File: config.mk
export PLATFORM = sky130hd
export DESIGN_NAME = plicTop
export DESIGN_NICKNAME = d
export VERILOG_FILES = /design/src/logic/plicPkg.sv /design/src/logic/plicTop.sv /design/src/logic/plicTarget.sv /design/src/logic/plicRegBus.sv /design/src/logic/plicGateway.sv
export SDC_FILE = /design/constraint.sdc
export NUM_CORES = 1
export LEC_CHECK = 0
export BUFFER_PORTS_ARGS = -buffer_cell sky130_fd_sc_hd__buf_2
export CORE_ASPECT_RATIO = 1.25
export CORE_MARGIN = 3
export CORE_UTILIZATION = 56
export CTS_BUF_LIST = sky130_fd_sc_hd__clkbuf_16
export DETAILED_ROUTE_END_ITERATION = 10
export PLACE_DENSITY = 0.86
export SLEW_MARGIN = 20
export SYNTH_ARGS = -nofsm -noshare
export SYNTH_HDL_FRONTEND = slang
export SYNTH_SLANG_ARGS = --single-unit
File: constraint.sdc
create_clock -name clk_i -period 11.9 [get_ports clk_i]
set_clock_uncertainty 0.2 [all_clocks]
set_input_delay 1.19 -clock clk_i [delete_from_list [all_inputs] [get_ports clk_i]]
set_output_delay 1.19 -clock clk_i [all_outputs]
set_load 0.05 [all_outputs]
File: src/logic/plicPkg.sv
`default_nettype none

package plicPkg;

  //////////////////////////////
  // sizes and counts

  localparam int AddrWidth   = 38;
  localparam int DataWidth   = 32;
  localparam int NumSources  = 8;
  localparam int SrcIdWidth  = 3;
  localparam int NumContexts = 2;
  localparam int PrioWidth   = 3;
  localparam int CtxIdxWidth = $clog2(NumContexts);

  //////////////////////////////
  // PLIC window in the IO map

  localparam logic [AddrWidth-1:0] PlicBaseAddr = 38'h11000000;
  localparam logic [AddrWidth-1:0] PlicBaseMask = 38'h003FFFFF;
  localparam int OffsetWidth = 22;

  //////////////////////////////
  // register map

  localparam logic [OffsetWidth-1:0] PendingOffset = 22'h001000;
  localparam logic [OffsetWidth-1:0] EnableOffset  = 22'h002000;
  localparam logic [OffsetWidth-1:0] EnableStride  = 22'h000080;
  localparam logic [OffsetWidth-1:0] ContextOffset = 22'h200000;
  localparam logic [OffsetWidth-1:0] ContextStride = 22'h001000;

  // word index inside a context block
  localparam int ThresholdReg = 0;
  localparam int ClaimReg     = 1;

  // field widths of the two offset views
  localparam int LaneWidth      = 2;
  localparam int SrcRegionWidth = OffsetWidth - SrcIdWidth - LaneWidth;
  localparam int CtxWordWidth   = $clog2(ContextStride) - LaneWidth;
  localparam int CtxRegionWidth = OffsetWidth - CtxIdxWidth - CtxWordWidth - LaneWidth;

  // region tag of the context blocks
  localparam logic [CtxRegionWidth-1:0] CtxRegion =
    CtxRegionWidth'(ContextOffset >> (OffsetWidth - CtxRegionWidth));

  // one offset read two ways
  typedef union packed {
    logic [OffsetWidth-1:0] raw;
    struct packed {
      logic [SrcRegionWidth-1:0] region;
      logic [SrcIdWidth-1:0]     srcIdx;
      logic [LaneWidth-1:0]      lane;
    } src;
    struct packed {
      logic [CtxRegionWidth-1:0] region;
      logic [CtxIdxWidth-1:0]    ctxIdx;
      logic [CtxWordWidth-1:0]   word;
      logic [LaneWidth-1:0]      lane;
    } ctx;
  } plicOffset_u;

endpackage

`default_nettype wire
File: src/logic/plicTop.sv
`default_nettype none

module plicTop import plicPkg::*; (
  input  logic                   clk_i,
  input  logic                   rstN_i,

  // register port
  input  logic                   regReq_i,
  input  logic                   regWe_i,
  input  logic [AddrWidth-1:0]   regAddr_i,
  input  logic [DataWidth-1:0]   regWdata_i,
  output logic                   regRvalid_o,
  output logic [DataWidth-1:0]   regRdata_o,
  output logic                   regErr_o,

  // level device lines
  input  logic                   irqUart_i,
  input  logic                   irqSd_i,
  input  logic                   irqEth_i,
  input  logic                   irqDmaTx_i,
  input  logic                   irqDmaRx_i,
  input  logic                   irqPhy_i,
  input  logic                   irqPs2_i,

  output logic [NumContexts-1:0] irq_o
);

  logic [NumSources-1:1] srcLines;
  logic [NumSources-1:0] pending;
  logic [NumSources-1:0][PrioWidth-1:0] prio;
  logic [NumSources-1:0] prioWe;
  logic [PrioWidth-1:0] prioWdata;
  logic [NumSources-1:0] claim;
  logic [NumSources-1:0] complete;

  logic enWe;
  logic thrWe;
  logic claimReq;
  logic completeReq;
  logic [CtxIdxWidth-1:0] ctxSel;
  logic [DataWidth-1:0] wdata;
  logic [SrcIdWidth-1:0] claimId;
  logic [NumContexts-1:0][NumSources-1:0] enable;
  logic [NumContexts-1:0][PrioWidth-1:0] threshold;

  //////////////////////////////
  // irq routing

  always_comb begin
    srcLines[1] = irqUart_i;
    srcLines[2] = irqSd_i;
    srcLines[3] = irqEth_i;
    srcLines[4] = irqDmaTx_i;
    srcLines[5] = irqDmaRx_i;
    srcLines[6] = irqPhy_i;
    srcLines[7] = irqPs2_i;
  end

  // slot 0 never pends
  assign pending[0] = 1'b0;
  assign prio[0] = '0;

  //////////////////////////////
  // instances

  plicRegBus regBus (
    .clk_i         (clk_i),
    .rstN_i        (rstN_i),
    .regReq_i      (regReq_i),
    .regWe_i       (regWe_i),
    .regAddr_i     (regAddr_i),
    .regWdata_i    (regWdata_i),
    .regRvalid_o   (regRvalid_o),
    .regRdata_o    (regRdata_o),
    .regErr_o      (regErr_o),
    .prioWe_o      (prioWe),
    .prioWdata_o   (prioWdata),
    .pending_i     (pending),
    .prio_i        (prio),
    .enWe_o        (enWe),
    .thrWe_o       (thrWe),
    .claimReq_o    (claimReq),
    .completeReq_o (completeReq),
    .ctxSel_o      (ctxSel),
    .wdata_o       (wdata),
    .claimId_i     (claimId),
    .enable_i      (enable),
    .threshold_i   (threshold)
  );

  for (genvar i = 1; i < NumSources; i++) begin : gwGen
    plicGateway gateway (
      .clk_i       (clk_i),
      .rstN_i      (rstN_i),
      .src_i       (srcLines[i]),
      .prioWe_i    (prioWe[i]),
      .prioWdata_i (prioWdata),
      .claim_i     (claim[i]),
      .complete_i  (complete[i]),
      .pending_o   (pending[i]),
      .prio_o      (prio[i])
    );
  end

  plicTarget target (
    .clk_i         (clk_i),
    .rstN_i        (rstN_i),
    .enWe_i        (enWe),
    .thrWe_i       (thrWe),
    .claimReq_i    (claimReq),
    .completeReq_i (completeReq),
    .ctxSel_i      (ctxSel),
    .wdata_i       (wdata),
    .pending_i     (pending),
    .prio_i        (prio),
    .claimId_o     (claimId),
    .enable_o      (enable),
    .threshold_o   (threshold),
    .claim_o       (claim),
    .complete_o    (complete),
    .irq_o         (irq_o)
  );

endmodule

`default_nettype wire

File: src/logic/plicTarget.sv
`default_nettype none

module plicTarget import plicPkg::*; (
  input  logic                                   clk_i,
  input  logic                                   rstN_i,

  // from the register decoder
  input  logic                                   enWe_i,
  input  logic                                   thrWe_i,
  input  logic                                   claimReq_i,
  input  logic                                   completeReq_i,
  input  logic [CtxIdxWidth-1:0]                 ctxSel_i,
  input  logic [DataWidth-1:0]                   wdata_i,

  // gateway state
  input  logic [NumSources-1:0]                  pending_i,
  input  logic [NumSources-1:0][PrioWidth-1:0]   prio_i,

  output logic [SrcIdWidth-1:0]                  claimId_o,
  output logic [NumContexts-1:0][NumSources-1:0] enable_o,
  output logic [NumContexts-1:0][PrioWidth-1:0]  threshold_o,
  output logic [NumSources-1:0]                  claim_o,
  output logic [NumSources-1:0]                  complete_o,
  output logic [NumContexts-1:0]                 irq_o
);

  logic [NumContexts-1:0][SrcIdWidth-1:0] bestId;
  logic [SrcIdWidth-1:0] completeId;
  logic completeIdOk;

  //////////////////////////////
  // enables and thresholds

  always_ff @(posedge clk_i) begin
    if (!rstN_i) begin
      enable_o <= '0;
      threshold_o <= '0;
    end else begin
      if (enWe_i) begin
        // source 0 is reserved
        enable_o[ctxSel_i] <= {wdata_i[NumSources-1:1], 1'b0};
      end
      if (thrWe_i) begin
        threshold_o[ctxSel_i] <= wdata_i[PrioWidth-1:0];
      end
    end
  end

  //////////////////////////////
  // best source per context

  // strict compare keeps the lowest ID on a tie
  always_comb begin : bestSel
    logic [PrioWidth-1:0] bestPrio;
    for (int c = 0; c < NumContexts; c++) begin
      bestId[c] = '0;
      bestPrio = threshold_o[c];
      for (int s = 1; s < NumSources; s++) begin
        if (pending_i[s] && enable_o[c][s] && prio_i[s] > bestPrio) begin
          bestId[c] = SrcIdWidth'(s);
          bestPrio = prio_i[s];
        end
      end
    end
  end

  always_ff @(posedge clk_i) begin
    if (!rstN_i) begin
      irq_o <= '0;
    end else begin
      for (int c = 0; c < NumContexts; c++) begin
        irq_o[c] <= bestId[c] != '0;
      end
    end
  end

  //////////////////////////////
  // claim and complete

  assign claimId_o = bestId[ctxSel_i];

  always_comb begin
    claim_o = '0;
    if (claimReq_i && claimId_o != '0) begin
      claim_o[claimId_o] = 1'b1;
    end
  end

  assign completeId = wdata_i[SrcIdWidth-1:0];
  // ignore IDs beyond the source range
  assign completeIdOk = wdata_i[DataWidth-1:SrcIdWidth] == '0;

  always_comb begin
    complete_o = '0;
    if (completeReq_i && completeIdOk && enable_o[ctxSel_i][completeId]) begin
      complete_o[completeId] = 1'b1;
    end
  end

endmodule

`default_nettype wire

File: src/logic/plicRegBus.sv
`default_nettype none

module plicRegBus import plicPkg::*; (
  input  logic                                       clk_i,
  input  logic                                       rstN_i,

  // register port
  input  logic                                       regReq_i,
  input  logic                                       regWe_i,
  input  logic [AddrWidth-1:0]                       regAddr_i,
  input  logic [DataWidth-1:0]                       regWdata_i,
  output logic                                       regRvalid_o,
  output logic [DataWidth-1:0]                       regRdata_o,
  output logic                                       regErr_o,

  // to and from the gateways
  output logic [NumSources-1:0]                      prioWe_o,
  output logic [PrioWidth-1:0]                       prioWdata_o,
  input  logic [NumSources-1:0]                      pending_i,
  input  logic [NumSources-1:0][PrioWidth-1:0]       prio_i,

  // to and from the context arbiter
  output logic                                       enWe_o,
  output logic                                       thrWe_o,
  output logic                                       claimReq_o,
  output logic                                       completeReq_o,
  output logic [CtxIdxWidth-1:0]                     ctxSel_o,
  output logic [DataWidth-1:0]                       wdata_o,
  input  logic [SrcIdWidth-1:0]                      claimId_i,
  input  logic [NumContexts-1:0][NumSources-1:0]     enable_i,
  input  logic [NumContexts-1:0][PrioWidth-1:0]      threshold_i
);

  plicOffset_u offset;

  logic inWindow;
  logic isPrio;
  logic isPending;
  logic isCtx;
  logic isThr;
  logic isClaim;
  logic enHit;
  logic [CtxIdxWidth-1:0] enCtx;
  logic wrReq;
  logic [DataWidth-1:0] rdata;

  //////////////////////////////
  // address decode

  assign inWindow = (regAddr_i & ~PlicBaseMask) == PlicBaseAddr;
  assign offset.raw = regAddr_i[OffsetWidth-1:0];

  // priority words sit at the bottom of the window
  assign isPrio = inWindow && offset.src.region == '0 && offset.src.lane == '0;

  assign isPending = inWindow && offset.raw == PendingOffset;

  always_comb begin
    enHit = 1'b0;
    enCtx = '0;
    for (int c = 0; c < NumContexts; c++) begin
      if (offset.raw == OffsetWidth'(EnableOffset + c * EnableStride)) begin
        enHit = inWindow;
        enCtx = CtxIdxWidth'(c);
      end
    end
  end

  assign isCtx = inWindow && offset.ctx.region == CtxRegion && offset.ctx.lane == '0;
  assign isThr = isCtx && offset.ctx.word == CtxWordWidth'(ThresholdReg);
  assign isClaim = isCtx && offset.ctx.word == CtxWordWidth'(ClaimReg);

  //////////////////////////////
  // strobes last the request cycle only

  assign wrReq = regReq_i && regWe_i;

  always_comb begin
    prioWe_o = '0;
    if (wrReq && isPrio) begin
      prioWe_o[offset.src.srcIdx] = 1'b1;
    end
  end

  assign prioWdata_o = regWdata_i[PrioWidth-1:0];

  assign enWe_o = wrReq && enHit;
  assign thrWe_o = wrReq && isThr;
  assign claimReq_o = regReq_i && !regWe_i && isClaim;
  // writing the claim word completes
  assign completeReq_o = wrReq && isClaim;

  assign ctxSel_o = enHit ? enCtx : offset.ctx.ctxIdx;
  assign wdata_o = regWdata_i;

  //////////////////////////////
  // read mux

  always_comb begin
    rdata = '0;
    if (isPrio) begin
      rdata = DataWidth'(prio_i[offset.src.srcIdx]);
    end else if (isPending) begin
      rdata = DataWidth'(pending_i);
    end else if (enHit) begin
      rdata = DataWidth'(enable_i[enCtx]);
    end else if (isThr) begin
      rdata = DataWidth'(threshold_i[offset.ctx.ctxIdx]);
    end else if (isClaim) begin
      rdata = DataWidth'(claimId_i);
    end
  end

  //////////////////////////////
  // response one cycle later

  always_ff @(posedge clk_i) begin
    if (!rstN_i) begin
      regRvalid_o <= 1'b0;
      regErr_o <= 1'b0;
    end else begin
      regRvalid_o <= regReq_i;
      // error sink for anything outside the window
      regErr_o <= regReq_i && !inWindow;
    end
  end

  always_ff @(posedge clk_i) begin
    if (regReq_i) begin
      regRdata_o <= regWe_i ? '0 : rdata;
    end
  end

endmodule

`default_nettype wire

File: src/logic/plicGateway.sv
`default_nettype none

module plicGateway import plicPkg::*; (
  input  logic                 clk_i,
  input  logic                 rstN_i,

  // level from the device
  input  logic                 src_i,

  // priority register write
  input  logic                 prioWe_i,
  input  logic [PrioWidth-1:0] prioWdata_i,

  // from the context arbiter
  input  logic                 claim_i,
  input  logic                 complete_i,

  output logic                 pending_o,
  output logic [PrioWidth-1:0] prio_o
);

  logic inService;

  //////////////////////////////
  // pending and in-service

  always_ff @(posedge clk_i) begin
    if (!rstN_i) begin
      pending_o <= 1'b0;
      inService <= 1'b0;
    end else begin
      if (complete_i) begin
        inService <= 1'b0;
      end

      if (claim_i) begin
        // hand the source over to the handler
        pending_o <= 1'b0;
        inService <= 1'b1;
      end else if (src_i && !pending_o && !inService) begin
        pending_o <= 1'b1;
      end
    end
  end

  //////////////////////////////
  // priority

  always_ff @(posedge clk_i) begin
    if (!rstN_i) begin
      prio_o <= '0;
    end else if (prioWe_i) begin
      prio_o <= prioWdata_i;
    end
  end

endmodule

`default_nettype wire

==> metrics.md <==
| Metric | Value |
|---|---|
| CTS buffer count | 9 |
| Starting Density | 58.3% |
| Vias after detailed routing | 5,885 |
| P&R area growth vs syn | 14.9% |
| # diodes | 0 |
| I/O Buffers | 92 |
| Overall global routing resource usage | 34.4% |
| Cells taking the most area after synthesis | dfxtp_1 22%, ha_1 6.0%, nor2b_1 6.0%, mux2i_1 5.2%, edfxtp_1 4.4% |
| R2R Path End | gwGen[4].gateway.inService$_SDFFE_PN0P_ |
| Yosys cell types | 78 |
| Router iterations before antenna repair | 8 |
| Peak VDD IR | 0.0914 mV |
| Crit path kind | register to register |
| Die ar. | 10,900 sq um |
| Post-synthesis instance total | 687 |
| WP data required | 11,940 ps |
| Worst-Margin Slew | 979 ps |
| Post-Synthesis Cell Area | 5430 sq um |
| Maximum clock frequency | 88.6 MHz |
| Wire per inst | 20.9 um |
| TritonCTS Sinks | 67 |
| Final net count | 869 |
| Clk root buf | clkbuf_16 |
| Yosys top cell by area | dfxtp_1 |
| Final setup viols | 0 |
| Vias in the first global route | 5,633 |
| Htree depth | 3 |
| Clock Latency Late Sink | 340 ps |
| CTS Buffer Depth | 2 |
| Syn_area_per_cell | 7.91 sq um |
| Hold Buf Count CTS | 0 |
| CTS tree | yes |
| Reg2reg setup slack | 610 ps |
| Io pins | 117 |
| Worst R2R Path Depth | 46 |
| Tmin final | 11,290 ps |
| Final Cycle Share | 94.9% |
| Fin. Hold Viols | 0 |
| Most frequent CP cell | nor2_1 |
| Top FF cell, synth | dfxtp_1 |
| Initial antenna violation count | 0 |
| CP arrival | 11,330 ps |
| Hold path endpoint | gwGen[2].gateway.inService$_SDFFE_PN0P_ |
| Slew margin rel. | 34.3% |
| CP endpoint kind | register |
| Die W | 94.1 um |
| Status | finished clean |
| Row count | 39 |
| Final wirelength | 18.6 mm |
| Max Cap Viol | 0 |
| Seq/Total Area, Yosys | 26.2% |
| Hold Crit Class | register to register |
| Largest net degree at the start of global routing | 63 |
| Post-synth top area share | 21.7% |
| CP startpoint kind | register |
| Core Util, Final | 67.0% |
| Ys async rst share | 0% |
| Leakage | 0.00248 uW |
| Total Power | 567 uW |
| Chip height | 116 um |
| Final count of pins violating max slew | 0 |
| CP peak stage delay | 620 ps |
| Flops & latches, synth | 67 |
| ANT nets after route | 0 |
| First-pass GRT wire length | 29.0 mm |
| Reg-to-Reg Start | gwGen[1].gateway.prio_o[0]$_SDFFE_PN0P_ |
| Layout cells sized above 1 | 20.6% |
| Min-delay src | gwGen[2].gateway.inService$_SDFFE_PN0P_ |
| Slowest CP cell | or4b_1 |
| Post-DP HPWL | 14.0 mm |
| Placer Congestion | 0.993 |
| Max FO, Critical Path | 6 |
| DRC | 0 |
| Core area | 9320 sq um |
| Post-synth EDFFs | 8 |
| Total congestion overflow | 0 |
| Routed vias/inst | 6.61 |
| Clock-pin slew on the worst setup and hold paths | 60 ps |
| Min-Delay Path Depth | 2 |
| Synthesis Warnings | 0 |
| Drt initial violations | 668 |
| PwrDens | 90.8 nW/um^2 |
cell usage after synthesis, drive strengths merged, types with 4 or more instances:
master and instances:
maj3 5, nand3 37, nor2b 52, o211ai 4, nor3 14, o21a 8, a22oi 8, buf 26
clkbuf 30, mux2 13, a31o 5, nand4 9, o2111ai 4, o311ai 5, inv 26, mux2i 29
o31ai 7, or2 7, and2 13, nand2 50, and3 18, o21ai 31, edfxtp 8, a21boi 7
dfxtp 59, a21oi 40, nor4 17, nor4b 4, ha 26, a221oi 4, a31oi 8, nor2 55
critical path: cells and delay by family (launching register included):
family | cells | cell delay, ps
adders and majority gates | 8 | 2340
DFF | 1 | 340
buffers and inverters | 1 | 110
AOI/OAI and AO/OA | 14 | 3220
and+or+nand+nor | 18 | 3240
muxes | 5 | 1730
placed cells by master, fill, tap and decap left out, types with 7 or more instances in the layout:
cell | netlist | layout
and3_1 | 18 | 18
nand4_1 | 9 | 9
clkbuf_16 | 0 | 9
dfxtp_1 | 59 | 57
inv_1 | 26 | 27
mux2i_1 | 28 | 26
mux2_2 | 12 | 12
nor3_1 | 14 | 14
o21ai_0 | 29 | 26
nor2_1 | 55 | 54
a22oi_1 | 8 | 8
nand3_1 | 36 | 36
nand2_1 | 50 | 49
nor4_1 | 17 | 17
ha_1 | 26 | 26
a31oi_1 | 8 | 8
and2_1 | 12 | 12
o31ai_1 | 7 | 7
nor2b_1 | 52 | 51
o21a_1 | 8 | 8
a21oi_1 | 40 | 38
conb_1 | 1 | 24
edfxtp_1 | 8 | 8
buf_2 | 1 | 92
power breakdown:
part / internal [uW] / switching (uW)
Sequential: 231 / 4.76
Clock: 162 / 105
Combinational: 18.4 / 45.9
Total: 411 / 156
registers in the layout, summed over array words and instances, names as in the netlist:
name,count
target.irq_o,2
gwGen.gateway.prio_o,21
regBus.regRdata_o,8
target.enable_o,14
regBus.regRvalid_o,1
gwGen.gateway.pending_o,7
target.threshold_o,6
gwGen.gateway.inService,7
regBus.regErr_o,1
kinds of logic after synthesis:
family	count (synthesis)	synth area share, %
simple gates	290	28.2
compound gates	169	21.6
buf+inv	84	7.62
flops	67	26.2
mux	45	9.42
fa+ha+maj	31	6.93
other cells	1	0.0690
layer usage:
metal  up-vias  share of wire [%]  wire, um  GRT usage, %
met5         -                  0         0             0
met4         0                6.8      1260          21.0
met3       116                9.9      1840          5.86
met2       403                 46      8600          56.1
met1      2706                 37      6870          42.3
li1       2660                  -         -             -
stage by stage:
stage	worst slack [ps]	setup TNS [ps]	area (sq um)	std cells	hold WS, ps
3_5_place_dp	225	0	5840	871	276
3_3_place_gp	769	0	5840	871	251
6_report	611	0	6240	890	283
5_1_grt	-30.8	-94.6	6240	890	297
4_1_cts	154	0	6130	887	279
2_1_floorplan	1590	0	5520	710	239
area by class of cell:
type | count | area (sq um)
Multi-Input combinational cell | 559 | 3770
Clock buffer | 9 | 225
Tap cell | 123 | 154
Inverter | 28 | 105
Fill cell | 778 | 3080
Timing Repair Buffer | 97 | 498
Sequential cell | 67 | 1420
Clock inverter | 7 | 70.1
what timing repair did:
action / CTS / global route
setup buffers: 0 / 3
endpoints found under the setup margin: 0 / 17
endpoints found under the hold margin: 0 / 0
gates resized for setup: 0 / 21
how the worst max path moves through the flow:
stage / from / end / slack, ps / cells past startpoint
after detailed placement: gwGen[1].gateway.prio_o[1]$_SDFFE_PN0P_ / regBus.regRdata_o[2]$_SDFFCE_PP0P_ / 220 / 45
after global placement: gwGen[1].gateway.prio_o[1]$_SDFFE_PN0P_ / gwGen[4].gateway.inService$_SDFFE_PN0P_ / 770 / 45
after CTS: gwGen[1].gateway.prio_o[1]$_SDFFE_PN0P_ / regBus.regRdata_o[2]$_SDFFCE_PP0P_ / 150 / 45
after global routing: target.threshold_o[1]$_SDFFE_PN0P_ / gwGen[5].gateway.inService$_SDFFE_PN0P_ / -30 / 57
final: gwGen[1].gateway.prio_o[0]$_SDFFE_PN0P_ / gwGen[4].gateway.inService$_SDFFE_PN0P_ / 610 / 46
after floorplan: target.threshold_o[5]$_SDFFE_PN0P_ / regBus.regRdata_o[2]$_SDFFCE_PP0P_ / 1590 / 46
(Power assumes the default switching activity.)
